`config.mk`:
```
export PLATFORM = sky130hd
export DESIGN_NAME = pcie_app_top
export DESIGN_NICKNAME = d
export VERILOG_FILES = /design/src/ast_stream_pkg.sv /design/src/hip_status_pkg.sv /design/src/app_reset_ctrl.sv /design/src/ast_loopback.sv /design/src/hip_status_sampler.sv /design/src/pcie_app_top.sv /design/src/pld_reset_sync.sv /design/src/tl_cfg_sampler.sv
export VERILOG_INCLUDE_DIRS = /design/src
export SDC_FILE = /design/constraint.sdc
export NUM_CORES = 1
export LEC_CHECK = 0
export ABC_AREA = 0
export BUFFER_PORTS_ARGS = -buffer_cell sky130_fd_sc_hd__buf_2
export CAP_MARGIN = 20
export CORE_AREA = 2 2 154 156
export DETAILED_ROUTE_END_ITERATION = 8
export DIE_AREA = 0 0 156 158
export GPL_ROUTABILITY_DRIVEN = 0
export PLACE_DENSITY = 0.79
export SLEW_MARGIN = 20
export SYNTH_ARGS = -nofsm -noshare
export SYNTH_HDL_FRONTEND = slang
export SYNTH_HIERARCHICAL = 1
export SYNTH_SLANG_ARGS = --single-unit
```
`constraint.sdc`:
```
create_clock -name pld_clk -period 11.5 [get_ports pld_clk]
set_clock_uncertainty 0.1 [all_clocks]
set_input_delay 0 -clock pld_clk [delete_from_list [all_inputs] [get_ports pld_clk]]
set_output_delay 0 -clock pld_clk [all_outputs]
set_load 0.01 [all_outputs]
```
`src/pcie_app_macros.svh`:
```
`ifndef PCIE_APP_MACROS_SVH
`define PCIE_APP_MACROS_SVH

// avalon-st stream widths, 64-bit mode only
`define PCIE_DATA_W      64
`define PCIE_BE_W        8

// ltssm encoding from the hard ip
`define LTSSM_W          5
`define LTSSM_L0         5'h0F

// transaction-layer configuration bus
`define CFG_ADDR_W       4
`define CFG_CTL_W        32
`define CFG_A_DEVCSR     4'd0
`define CFG_A_LINKCSR    4'd2
`define CFG_A_PRMCSR     4'd3
`define CFG_A_BUSDEV     4'd15

// bus master enable inside prmcsr
`define BME_BIT          2

// depth of the pld_clk reset synchronizer
`define RST_SYNC_STAGES  3

`endif

```
`src/ast_stream_pkg.sv`:
```
`include "pcie_app_macros.svh"

package ast_stream_pkg;

   // one 64-bit avalon-st beat with its sideband
   typedef struct packed {
      logic [`PCIE_DATA_W-1:0] data;
      logic [`PCIE_BE_W-1:0]   be;
      logic                    sop;
      logic                    eop;
      logic                    err;
      // any rx_st_bar bit set
      logic                    bar_hit;
   } ast_beat_t;

   // occupancy of one pipeline register
   typedef enum logic {
      STAGE_EMPTY = 1'b0,
      STAGE_FULL  = 1'b1
   } stage_e;

endpackage

```
`src/hip_status_pkg.sv`:
```
`include "pcie_app_macros.svh"

package hip_status_pkg;

   // status bundle from the hard ip, msb first
   typedef struct packed {
      logic                  derr_cor_ext_rcv;
      logic                  derr_cor_ext_rpl;
      logic                  derr_rpl;
      logic                  rx_par_err;
      logic [1:0]            tx_par_err;
      logic                  cfg_par_err;
      logic                  dlup;
      // active-low exit pulses
      logic                  dlup_exit;
      logic                  ev128ns;
      logic                  ev1us;
      logic                  hotrst_exit;
      logic [3:0]            int_status;
      logic                  l2_exit;
      logic [3:0]            lane_act;
      logic [`LTSSM_W-1:0]   ltssmstate;
      logic [7:0]            ko_cpl_spc_header;
      logic [11:0]           ko_cpl_spc_data;
   } hip_status_t;

   // configuration registers decoded from tl_cfg_ctl
   typedef struct packed {
      logic [`CFG_CTL_W-1:0] cfg_devcsr;
      logic [`CFG_CTL_W-1:0] cfg_linkcsr;
      logic [`CFG_CTL_W-1:0] cfg_prmcsr;
      logic [12:0]           cfg_busdev;
   } cfg_regs_t;

   // application enable FSM
   typedef enum logic [1:0] {
      LINK_DOWN  = 2'd0,
      LINK_UP    = 2'd1,
      APP_ACTIVE = 2'd2
   } link_state_e;

endpackage

```
`src/app_reset_ctrl.sv`:
```
`timescale 1ns/100ps
`include "pcie_app_macros.svh"

module app_reset_ctrl (
   input  logic                        pld_clk,
   input  logic                        reset_status_sync_pldclk,
   input  hip_status_pkg::hip_status_t status_q,
   input  hip_status_pkg::cfg_regs_t   cfg_regs,
   output logic                        app_active
);

   hip_status_pkg::link_state_e state_q;
   hip_status_pkg::link_state_e state_d;
   logic                        link_exit;
   logic                        link_ready;
   logic                        bus_master_en;

   // exit strobes from the core are active low
   assign link_exit = ~status_q.dlup_exit | ~status_q.hotrst_exit |
                      ~status_q.l2_exit | ~status_q.dlup;

   assign link_ready    = (status_q.ltssmstate == `LTSSM_L0) & status_q.dlup;
   assign bus_master_en = cfg_regs.cfg_prmcsr[`BME_BIT];

   always_comb begin
      state_d = state_q;
      if (link_exit) begin
         state_d = hip_status_pkg::LINK_DOWN;
      end else begin
         case (state_q)
            hip_status_pkg::LINK_DOWN: begin
               if (link_ready) begin
                  state_d = hip_status_pkg::LINK_UP;
               end
            end
            hip_status_pkg::LINK_UP: begin
               if (bus_master_en) begin
                  state_d = hip_status_pkg::APP_ACTIVE;
               end
            end
            hip_status_pkg::APP_ACTIVE: begin
               // host revoked mastering, link itself is still fine
               if (!bus_master_en) begin
                  state_d = hip_status_pkg::LINK_UP;
               end
            end
            default: begin
               state_d = hip_status_pkg::LINK_DOWN;
            end
         endcase
      end
   end

   always_ff @(posedge pld_clk or posedge reset_status_sync_pldclk) begin
      if (reset_status_sync_pldclk) begin
         state_q    <= hip_status_pkg::LINK_DOWN;
         app_active <= 1'b0;
      end else begin
         state_q    <= state_d;
         app_active <= (state_d == hip_status_pkg::APP_ACTIVE);
      end
   end

   // a link drop must close the enable before it can reopen
   a_no_active_after_dlup_loss: assert property (
      @(posedge pld_clk) disable iff (reset_status_sync_pldclk)
      app_active |-> $past(status_q.dlup, 2)
   );

endmodule

```
`src/ast_loopback.sv`:
```
`timescale 1ns/100ps

module ast_loopback (
   input  logic                      pld_clk,
   input  logic                      reset_status_sync_pldclk,
   input  logic                      app_active,
   input  ast_stream_pkg::ast_beat_t rx_beat,
   input  logic                      rx_st_valid,
   output logic                      rx_st_ready,
   output logic                      rx_st_mask,
   output ast_stream_pkg::ast_beat_t tx_beat,
   output logic                      tx_st_valid,
   input  logic                      tx_st_ready
);

   ast_stream_pkg::stage_e    s0_q;
   ast_stream_pkg::stage_e    s1_q;
   ast_stream_pkg::ast_beat_t s0_beat;
   ast_stream_pkg::ast_beat_t s1_beat;
   logic                      tx_pop;
   logic                      s1_load;
   logic                      s0_load;

   // output stage drains on a tx handshake
   assign tx_pop = (s1_q == ast_stream_pkg::STAGE_FULL) & tx_st_ready;

   // stage 0 moves forward when stage 1 is free or being emptied
   assign s1_load = (s0_q == ast_stream_pkg::STAGE_FULL) &
                    ((s1_q == ast_stream_pkg::STAGE_EMPTY) | tx_pop);

   // accept only while enabled and stage 0 has room this cycle
   assign rx_st_ready = app_active & ((s0_q == ast_stream_pkg::STAGE_EMPTY) | s1_load);
   assign s0_load     = rx_st_valid & rx_st_ready;
   assign rx_st_mask  = ~app_active;

   always_ff @(posedge pld_clk or posedge reset_status_sync_pldclk) begin
      if (reset_status_sync_pldclk) begin
         s0_q <= ast_stream_pkg::STAGE_EMPTY;
         s1_q <= ast_stream_pkg::STAGE_EMPTY;
      end else begin
         if (s0_load) begin
            s0_q <= ast_stream_pkg::STAGE_FULL;
         end else if (s1_load) begin
            s0_q <= ast_stream_pkg::STAGE_EMPTY;
         end
         if (s1_load) begin
            s1_q <= ast_stream_pkg::STAGE_FULL;
         end else if (tx_pop) begin
            s1_q <= ast_stream_pkg::STAGE_EMPTY;
         end
      end
   end

   // payload follows the occupancy flags
   always_ff @(posedge pld_clk) begin
      if (s0_load) begin
         s0_beat <= rx_beat;
      end
      if (s1_load) begin
         s1_beat <= s0_beat;
      end
   end

   assign tx_beat     = s1_beat;
   assign tx_st_valid = (s1_q == ast_stream_pkg::STAGE_FULL);

   // a stalled beat holds until the sink takes it
   a_tx_stable: assert property (
      @(posedge pld_clk) disable iff (reset_status_sync_pldclk)
      (tx_st_valid && !tx_st_ready) |=> (tx_st_valid && $stable(tx_beat))
   );

   a_rx_gated: assert property (
      @(posedge pld_clk) disable iff (reset_status_sync_pldclk)
      !app_active |-> !rx_st_ready
   );

endmodule

```
`src/hip_status_sampler.sv`:
```
`timescale 1ns/100ps

module hip_status_sampler (
   input  logic                      pld_clk,
   input  logic                      reset_status_sync_pldclk,
   input  hip_status_pkg::hip_status_t status_in,
   output hip_status_pkg::hip_status_t status_q
);

   // single register stage on the whole bundle
   // the result is both the echo and the link-control input
   always_ff @(posedge pld_clk or posedge reset_status_sync_pldclk) begin
      if (reset_status_sync_pldclk) begin
         status_q <= '0;
      end else begin
         status_q <= status_in;
      end
   end

endmodule

```
`src/pcie_app_top.sv`:
```
`timescale 1ns/100ps
`include "pcie_app_macros.svh"

module pcie_app_top (
   input  logic                        pld_clk,
   input  logic                        reset_status,
   input  logic                        serdes_pll_locked,
   output logic                        pld_core_ready,
   input  hip_status_pkg::hip_status_t status_in,
   output hip_status_pkg::hip_status_t status_drv,
   input  logic [`CFG_ADDR_W-1:0]      tl_cfg_add,
   input  logic [`CFG_CTL_W-1:0]       tl_cfg_ctl,
   output hip_status_pkg::cfg_regs_t   cfg_regs,
   output logic                        app_active,
   input  ast_stream_pkg::ast_beat_t   rx_beat,
   input  logic                        rx_st_valid,
   output logic                        rx_st_ready,
   output logic                        rx_st_mask,
   output ast_stream_pkg::ast_beat_t   tx_beat,
   output logic                        tx_st_valid,
   input  logic                        tx_st_ready
);

   logic reset_status_sync_pldclk;

   // core is ready as soon as the serdes pll is
   assign pld_core_ready = serdes_pll_locked;

   pld_reset_sync u_reset_sync (
      .pld_clk                  (pld_clk),
      .reset_status             (reset_status),
      .reset_status_sync_pldclk (reset_status_sync_pldclk)
   );

   // registered status doubles as the echo
   hip_status_sampler u_status_sampler (
      .pld_clk                  (pld_clk),
      .reset_status_sync_pldclk (reset_status_sync_pldclk),
      .status_in                (status_in),
      .status_q                 (status_drv)
   );

   tl_cfg_sampler u_cfg_sampler (
      .pld_clk                  (pld_clk),
      .reset_status_sync_pldclk (reset_status_sync_pldclk),
      .tl_cfg_add               (tl_cfg_add),
      .tl_cfg_ctl               (tl_cfg_ctl),
      .cfg_regs                 (cfg_regs)
   );

   app_reset_ctrl u_app_ctrl (
      .pld_clk                  (pld_clk),
      .reset_status_sync_pldclk (reset_status_sync_pldclk),
      .status_q                 (status_drv),
      .cfg_regs                 (cfg_regs),
      .app_active               (app_active)
   );

   ast_loopback u_loopback (
      .pld_clk                  (pld_clk),
      .reset_status_sync_pldclk (reset_status_sync_pldclk),
      .app_active               (app_active),
      .rx_beat                  (rx_beat),
      .rx_st_valid              (rx_st_valid),
      .rx_st_ready              (rx_st_ready),
      .rx_st_mask               (rx_st_mask),
      .tx_beat                  (tx_beat),
      .tx_st_valid              (tx_st_valid),
      .tx_st_ready              (tx_st_ready)
   );

endmodule

```
`src/pld_reset_sync.sv`:
```
`timescale 1ns/100ps
`include "pcie_app_macros.svh"

module pld_reset_sync (
   input  logic pld_clk,
   input  logic reset_status,
   output logic reset_status_sync_pldclk
);

   logic [`RST_SYNC_STAGES-1:0] sync_q;

   // assert at once, release after the chain has flushed with zeros
   always_ff @(posedge pld_clk or posedge reset_status) begin
      if (reset_status) begin
         sync_q <= '1;
      end else begin
         sync_q <= {sync_q[`RST_SYNC_STAGES-2:0], 1'b0};
      end
   end

   assign reset_status_sync_pldclk = sync_q[`RST_SYNC_STAGES-1];

endmodule

```
`src/tl_cfg_sampler.sv`:
```
`timescale 1ns/100ps
`include "pcie_app_macros.svh"

module tl_cfg_sampler (
   input  logic                      pld_clk,
   input  logic                      reset_status_sync_pldclk,
   input  logic [`CFG_ADDR_W-1:0]    tl_cfg_add,
   input  logic [`CFG_CTL_W-1:0]     tl_cfg_ctl,
   output hip_status_pkg::cfg_regs_t cfg_regs
);

   logic [`CFG_ADDR_W-1:0] cfg_add_q;
   logic [`CFG_CTL_W-1:0]  cfg_ctl_q;

   // first stage, capture the bus as it comes from the core
   always_ff @(posedge pld_clk or posedge reset_status_sync_pldclk) begin
      if (reset_status_sync_pldclk) begin
         cfg_add_q <= '0;
         cfg_ctl_q <= '0;
      end else begin
         cfg_add_q <= tl_cfg_add;
         cfg_ctl_q <= tl_cfg_ctl;
      end
   end

   // second stage, update only the addressed field
   always_ff @(posedge pld_clk or posedge reset_status_sync_pldclk) begin
      if (reset_status_sync_pldclk) begin
         cfg_regs <= '0;
      end else begin
         case (cfg_add_q)
            `CFG_A_DEVCSR: begin
               cfg_regs.cfg_devcsr <= cfg_ctl_q;
            end
            `CFG_A_LINKCSR: begin
               cfg_regs.cfg_linkcsr <= cfg_ctl_q;
            end
            `CFG_A_PRMCSR: begin
               cfg_regs.cfg_prmcsr <= cfg_ctl_q;
            end
            `CFG_A_BUSDEV: begin
               // bus, device and function numbers sit in the low bits
               cfg_regs.cfg_busdev <= cfg_ctl_q[12:0];
            end
            default: begin
               cfg_regs <= cfg_regs;
            end
         endcase
      end
   end

endmodule

```
==> metrics.md, run 1 <==
| Metric | Value |
|---|---|
| Max Freq | `426.3 MHz` |
| Critical path fanouts, max | `20` |
| Hold Fails Final Rpt | `0` |
| Antenna violations before repair | `1` |
| R2R Setup Slk | `9.15 ns` |
| Cell internal pwr | `between 2 and 2.5 mW` |
| Status | `finished, final reports clean` |
| Detailed placer's ending HPWL | `around 17 mm` |
| Yosys cell types | `26` |
| Area Overhead vs Synth | `44.99%` |
| Post-Route Setup TNS | `0 ns` |
| Sw power | `676.9 µW` |
| Post-DP Area | `~13000 µm²` |
| I/O Buffers | `a little under 400` |
| Post-Route Utilization | `70.73%` |
| CTS Buf Count | `36` |
| Remaining DRCs | `0` |
| I/O pin count | `399` |
| Crit path max-delay family | `simple AND/OR/NAND/NOR gates` |
| Starting Density | `48.78%` |
| Core ar. | `23050 µm²` |
| Buffers & Inverters on Critical Path | `1` |
| CTS HTree Levels | `2` |
| Share of layout cells above drive strength 1 | `about half` |
| Post-layout instance area | `between 15000 and 20000 µm²` |
| Sequential area share after synthesis | `84.90%` |
| Critical path class | `register to register` |
| Slew @ Worst Pin | `1.039 ns` |
| Crit. End Element | `register` |
| CTS clk-pin slew, worst paths | `0.06 ns` |
| Max stage delay cell, worst path | `nor4_4` |
| Via count | `between 6000 and 7000` |
| Mapped Area | `around 11000 µm²` |
| Relative slew slack | `30.74%` |
| Net Sw Frac | `between 20% and 30%` |
| Final period util | `between 20 and 25%` |
| Yosys warns | `6` |
| Max VDD drop | `135.3 µV` |
| Inst Count DP | `1181` |
| Worst-Skew Late Latency | `0.49 ns` |
| Vias in the first global route | `roughly 7500` |
| Die height | `158 µm` |
| Avg Cell Area, Syn | `22.45 µm²` |
| Post-CTS setup buffers | `0` |
| Max_cap viols | `0` |
| Clock Path Buffers | `3` |
| Final setup fails | `0` |
| Final net count | `approximately 1300` |
| Die Area | `24650 µm²` |
| CTS Root Buffer Type | `clkbuf_16` |
| GR Util met2 | `roughly two fifths` |
| Via density per instance | `4.911` |
| Pre-antenna DRT Iters | `5` |
| Setup crit start kind | `register` |
| WL per Instance | `21.18 µm` |
| Seq pwr share | `49.9%` |
| Worst endpoint required time | `11.78 ns` |
| WP data arrival | `around 2.6 ns` |
| Worst hold path class | `primary input to register` |
| Total grt overflow | `0` |
| RSZ-0062 raised after global routing | `no` |
| Fin cells | `~1400` |
| Clock share of power | `38.0%` |
| Die width | `156 µm` |
| Final Max Slew Viols | `0` |
| Crit-path cells | `nor4_4, buf_4, mux2_2` |
| Power share of the combinational group | `12.1%` |
| Post-route ant nets | `0` |
| CTS tree | `built` |
| DR iter-0 viols | `about 290` |
| Pwr Density | `180.3 nW/µm²` |
| CP max stage delay | `~0.84 ns` |
| Total Wirelength | `29.82 mm` |
| Largest net degree at the start of global routing | `82` |
| Global Route Usage Sum | `between 20% and 30%` |
| Fill cells | `1363` |
| Seq cells post-synth | `351` |
| First-pass GRT wire length | `43.89 mm` |
| Cell count after synthesis | `501` |
| Fin crit period | `2.346 ns` |
| Gr busiest metal | `met2` |
| Syn Nets | `664` |
| Static Leak | `7.255 nW` |
| Grt met3 use | `a little under a tenth` |
| Cell Rows | `56` |
| Clock net sink count | `around 350` |
| M1 GR Usage | `28.53%` |
[power groups by stage]
stage	sequential [mW]	clock (mW)	combinational [mW]
after CTS	1.47	1.12	0.353
after global routing	1.48	1.19	0.382
final	1.47	1.12	0.356
after global placement	1.48	0	0.297
after floorplan	1.52	0	0.105
after detailed placement	1.48	0	0.306
[sequential cells by signal, indices dropped and copies added (netlist names), 2 cells and up]
register                   count
u_cfg_sampler/cfg_ctl_q       32
u_cfg_sampler/cfg_add_q        4
u_app_ctrl/state_q             2
u_loopback/s0_beat            76
u_cfg_sampler/cfg_regs       109
u_status_sampler/status_q     46
u_reset_sync/sync_q            3
u_loopback/tx_beat            76
[cells by family after synthesis]
| kind of cell | synth area share (%) |
|---|---|
| flip-flops | 84.90 |
| multiplexers | 11.92 |
| AND/OR/NAND/NOR | 1.480 |
| buffers and inverters | 1.547 |
| AO/OA/AOI/OAI | 0.04446 |
| XOR/XNOR | 0.07790 |
| other | 0.03335 |
[cells in the mapped netlist]
master / count / area, µm²
dfrtp_1: 196 / 4905
edfxtp_1: 152 / 4564
mux2_2: 75 / 844.6
mux2_4: 30 / 450.4
buf_6: 7 / 78.83
inv_1: 6 / 22.52
mux2_1: 4 / 45.04
nand2_1: 4 / 15.01
buf_12: 3 / 60.06
dfstp_2: 3 / 78.83
nand2b_1: 3 / 18.77
and2_1: 2 / 12.51
nand4_1: 2 / 12.51
nor2_1: 2 / 7.510
a21oi_1: 1 / 5.000
and4bb_1: 1 / 12.51
buf_2: 1 / 5.000
buf_4: 1 / 7.510
conb_1: 1 / 3.750
nand3b_4: 1 / 20.02
nand4b_1: 1 / 8.760
nor2b_1: 1 / 6.260
nor4_4: 1 / 21.27
nor4b_4: 1 / 23.77
or4_1: 1 / 7.510
xor2_1: 1 / 8.760
[per-stage QoR]
stage / hold WS [ns] / total power [mW] / setup slack [ns]
floorplan: -0.1667 / 1.628 / 6.947
global placement: -0.09989 / 1.782 / 9.206
detailed placement: -0.09989 / 1.791 / 9.135
CTS: 0.01425 / 2.944 / 9.113
global route: 0.02309 / 3.053 / 9.026
finish: 0.03756 / 2.939 / 9.154
[per-layer routing]
| metal | wire length (µm) | share of wire [%] |
|---|---|---|
| met1 | 11150 | 37 |
| met2 | 14610 | 49 |
| met3 | 3066 | 10 |
| met4 | 996 | 3.3 |
| met5 | 0 | 0 |
[area by class of cell]
cell class                      instances  area (µm²)  area share (%)
Clock buffer                           52        1062           6.515
Antenna cell                            1       2.502         0.01535
Tap cell                              290       362.8           2.225
Timing Repair Buffer                  567        3696           22.67
Inverter                                6       27.53          0.1688
Sequential cell                       351        9548           58.56
Multi-Input combinational cell        132        1534           9.408
Clock inverter                          9       72.57          0.4451
[path summary, 6_finish.rpt]
| kind | from | to | cells past startpoint |
|---|---|---|---|
| worst min-delay path | status_in[36] | u_status_sampler/status_q[36] | 2 |
| worst max-delay path | u_cfg_sampler/cfg_add_q[0] | u_cfg_sampler/cfg_regs[94] | 3 |
| worst min register to register | u_reset_sync/sync_q[2] | u_loopback/s0_q | 1 |
| worst max register to register | u_cfg_sampler/cfg_add_q[0] | u_cfg_sampler/cfg_regs[94] | 3 |
| min in group asynchronous | u_reset_sync/sync_q[2] | u_loopback/s0_q | 1 |
| max in group asynchronous | u_reset_sync/sync_q[2] | u_cfg_sampler/cfg_ctl_q[13] | 3 |
[repair_timing]
| action | in CTS | in global routing |
|---|---|---|
| hold endpoints to repair | 164 | 0 |
| hold buffers | 164 | 0 |
| gates resized for setup | 0 | 0 |
[worst reg2reg max path: stages (launching register included)]
cell and delay, ns:
dfrtp_1 0.45, nor4_4 0.84, buf_4 0.44, mux2_2 0.39
[placed cells by master (no fill, tap or decap), types with 2 or more instances in the layout]
cell type      netlist  layout
clkbuf_1             0       7
nand2b_1             3       3
buf_4                1       6
dfrtp_1            196     196
dfstp_2              3       3
clkbuf_16            0      37
buf_2                1     396
mux2_1               4       4
clkbuf_8             0       8
nand2_1              4       4
inv_1                6       5
mux2_2              75      75
edfxtp_1           152     152
nor2_1               2       2
mux2_4              30      30
clkinv_4             0       2
nand4_1              2       2
dlygate4sd3_1        0     164
clkinv_2             0       2
clkinv_1             0       4
No activity file was read; power rests on OpenSTA's default activity.
==> inputs of run 2 (changes only) <==
--- a/config.mk
+++ b/config.mk
@@ -9,9 +9,9 @@
 export ABC_AREA = 0
 export BUFFER_PORTS_ARGS = -buffer_cell sky130_fd_sc_hd__buf_2
 export CAP_MARGIN = 20
-export CORE_AREA = 2 2 154 156
+export CORE_MARGIN = 2
+export CORE_UTILIZATION = 49
 export DETAILED_ROUTE_END_ITERATION = 8
-export DIE_AREA = 0 0 156 158
 export GPL_ROUTABILITY_DRIVEN = 0
 export PLACE_DENSITY = 0.79
 export SLEW_MARGIN = 20
==> constraint.sdc (replaced) <==
create_clock -name pld_clk -period 2.4 [get_ports pld_clk]
set_clock_uncertainty 0.1 [all_clocks]
set_input_delay 0 -clock pld_clk [delete_from_list [all_inputs] [get_ports pld_clk]]
set_output_delay 0 -clock pld_clk [all_outputs]
set_load 0.01 [all_outputs]
==> run 2 against run 1 <==
Against the previous run: sequential share of layout area decreased by 0.89 points; final area grew 1.6%; routed wire length grew 2.6%; power grew to 5.0 times the previous value; die area is 1.9% lower; first-iteration DRC count up 23%; sequential cell count stayed put; register-to-register slack got worse by 8.7 ns; non-clock buffer count grew 8.
==> metrics.md, run 2 (synthesis gave the netlist of run 1 again) <==
| Metric | Value |
|---|---|
| Global Route Usage Sum | `25.02%` |
| Crit-path cells | `nor4b_4, buf_4, mux2_2` |
| Hold Fails Final Rpt | `0` |
| First-pass GRT wire length | `approximately 45 mm` |
| Clock Path Buffers | `3` |
| RR Startpoint | `u_cfg_sampler/cfg_add_q[0]` |
| Status | `finished, final reports clean` |
| Largest net degree at the start of global routing | `77` |
| Worst-Skew Late Latency | `around 0.49 ns` |
| Gr busiest metal | `met2` |
| Area Overhead vs Synth | `47.24%` |
| Post-Route Setup TNS | `0 ns` |
| Grt met3 use | `7.493%` |
| Clock net sink count | `351` |
| Antenna violations before repair | `0` |
| Setup crit start kind | `register` |
| Share of layout cells above drive strength 1 | `52.00%` |
| Die Area | `~24000 µm²` |
| # diodes | `0` |
| Via count | `a little under 7000` |
| Cell Rows | `55` |
| Max VDD drop | `762.0 µV` |
| CTS tree | `built` |
| Worst endpoint required time | `~2.7 ns` |
| Starting Density | `49.82%` |
| Largest Register | `u_cfg_sampler/cfg_regs` |
| DR iter-0 viols | `352` |
| Remaining DRCs | `0` |
| R2R Setup Slk | `0.48 ns` |
| Pre-CTS setup slack | `0.4899 ns` |
| R2R depth | `3` |
| CTS Root Buffer Type | `clkbuf_16` |
| Max_cap viols | `0` |
| Final setup fails | `0` |
| Most common cell after layout, fill and taps aside | `buf_2` |
| Relative slew slack | `46.20%` |
| Commonest non-fill, non-tap cells in the layout | `buf_2, dfrtp_1, dlygate4sd3_1` |
| Max stage delay cell, worst path | `nor4b_4` |
| Total grt overflow | `0` |
| Inst Count DP | `1186` |
| Detailed placer's ending HPWL | `17.47 mm` |
| CTS clk-pin slew, worst paths | `0.06 ns` |
| CTS Buf Count | `37` |
| Max reg flops | `109` |
| Critical path class | `register to register` |
| RSZ-0062 raised after global routing | `no` |
| # resized after CTS | `0` |
| I/O pin count | `399` |
| Crit. End Element | `register` |
| Worst setup margin | `0.4825 ns` |
| Pwr Density | `~880 nW/µm²` |
| Final period util | `79.90%` |
| Fin crit period | `roughly 1.9 ns` |
| M1 GR Usage | `31.33%` |
| Pre-antenna DRT Iters | `5` |
| WL per Instance | `21.66 µm` |
| Total Wirelength | `30.58 mm` |
| Final Max Slew Viols | `0` |
| Post-route ant nets | `0` |
| R2R Path End | `u_cfg_sampler/cfg_regs[74]` |
| Vias in the first global route | `7717` |
| WP data arrival | `2.19 ns` |
| Die height | `roughly 160 µm` |
| CTS HTree Levels | `2` |
| Die width | `about 160 µm` |
| Final net count | `~1300` |
| Critical path fanouts, max | `9` |
| Worst hold path class | `primary input to async pin` |
| I/O Buffers | `396` |
| GR Util met2 | `roughly 42%` |
| Fin cells | `1412` |
| Via density per instance | `between 4 and 5` |
| Setup crit start | `u_cfg_sampler/cfg_add_q[0]` |
| Critical Path Sink | `u_cfg_sampler/cfg_regs[74]` |
| Static Leak | `7.376 nW` |
| CP max stage delay | `0.59 ns` |
| Slew @ Worst Pin | `slightly above 0.8 ns` |
| Core ar. | `22570 µm²` |
| Max Freq | `around 520 MHz` |
run 2: cell types whose count changed in the layout (fill, tap and decap cells not counted), sizes merged:
cell	previous run	this run
clkbuf	52	53
dlygate4sd3	164	163
clkinvlp	0	2
buf	403	412
clkinv	8	5
diode	1	0
bufinv	1	3
run 2: stage by stage:
stage | power, mW | instance area [µm²] | hold slack [ns] | util [%]
after detailed placement | 8.588 | 13650 | -0.09993 | 60.49
after global routing | 15.14 | 16560 | 0.02693 | 73.36
after CTS | 14.61 | 16560 | 0.01329 | 73.36
after floorplan | 7.802 | 11260 | -0.1667 | -
final | 14.61 | 16560 | 0.01616 | 73.36
after global placement | 8.542 | 13650 | -0.09993 | 60.49
run 2: final cells by class:
class | instances | area (µm²)
flip-flops and latches | 351 | 9548
fillers | 1288 | 6013
repair buffers | 575 | 3821
multi-input cells | 132 | 1534
clock buffers | 53 | 1129
well taps | 285 | 356.6
clock inverters | 10 | 143.9
inverters | 6 | 26.28
run 2: what timing repair did:
action,CTS,global route
buffers inserted,0,0
hold endpoints to repair,164,0
hold buffers,163,0
run 2: where the power goes:
part	switching, mW	internal [mW]
Clock	2.27	3.60
Combinational	0.776	0.944
Sequential	0.289	6.73
Total	3.33	11.3
run 2: critical path, delay by kind of cell (launching register included):
family	cells	cell delay, ns
multiplexers	1	0.36
buffers and inverters	1	0.30
flip-flops	1	0.45
AND/OR/NAND/NOR	1	0.59
run 2: worst min path at each step:
stage / to / slack [ns] / cells after the start
2_1_floorplan: u_reset_sync/sync_q[0] / -0.17 / 1
3_3_place_gp: pld_core_ready / -0.1 / 0
3_5_place_dp: pld_core_ready / -0.1 / 0
4_1_cts: u_reset_sync/sync_q[1] / 0.01 / 3
5_1_grt: u_cfg_sampler/cfg_ctl_q[6] / 0.03 / 2
6_report: u_reset_sync/sync_q[0] / 0.02 / 3
run 2: layer usage:
layer	wire, µm	vias to the layer above
met5	0	-
met4	787	0
met3	2831	65
met2	15190	394
met1	11780	3485
li1	-	3020
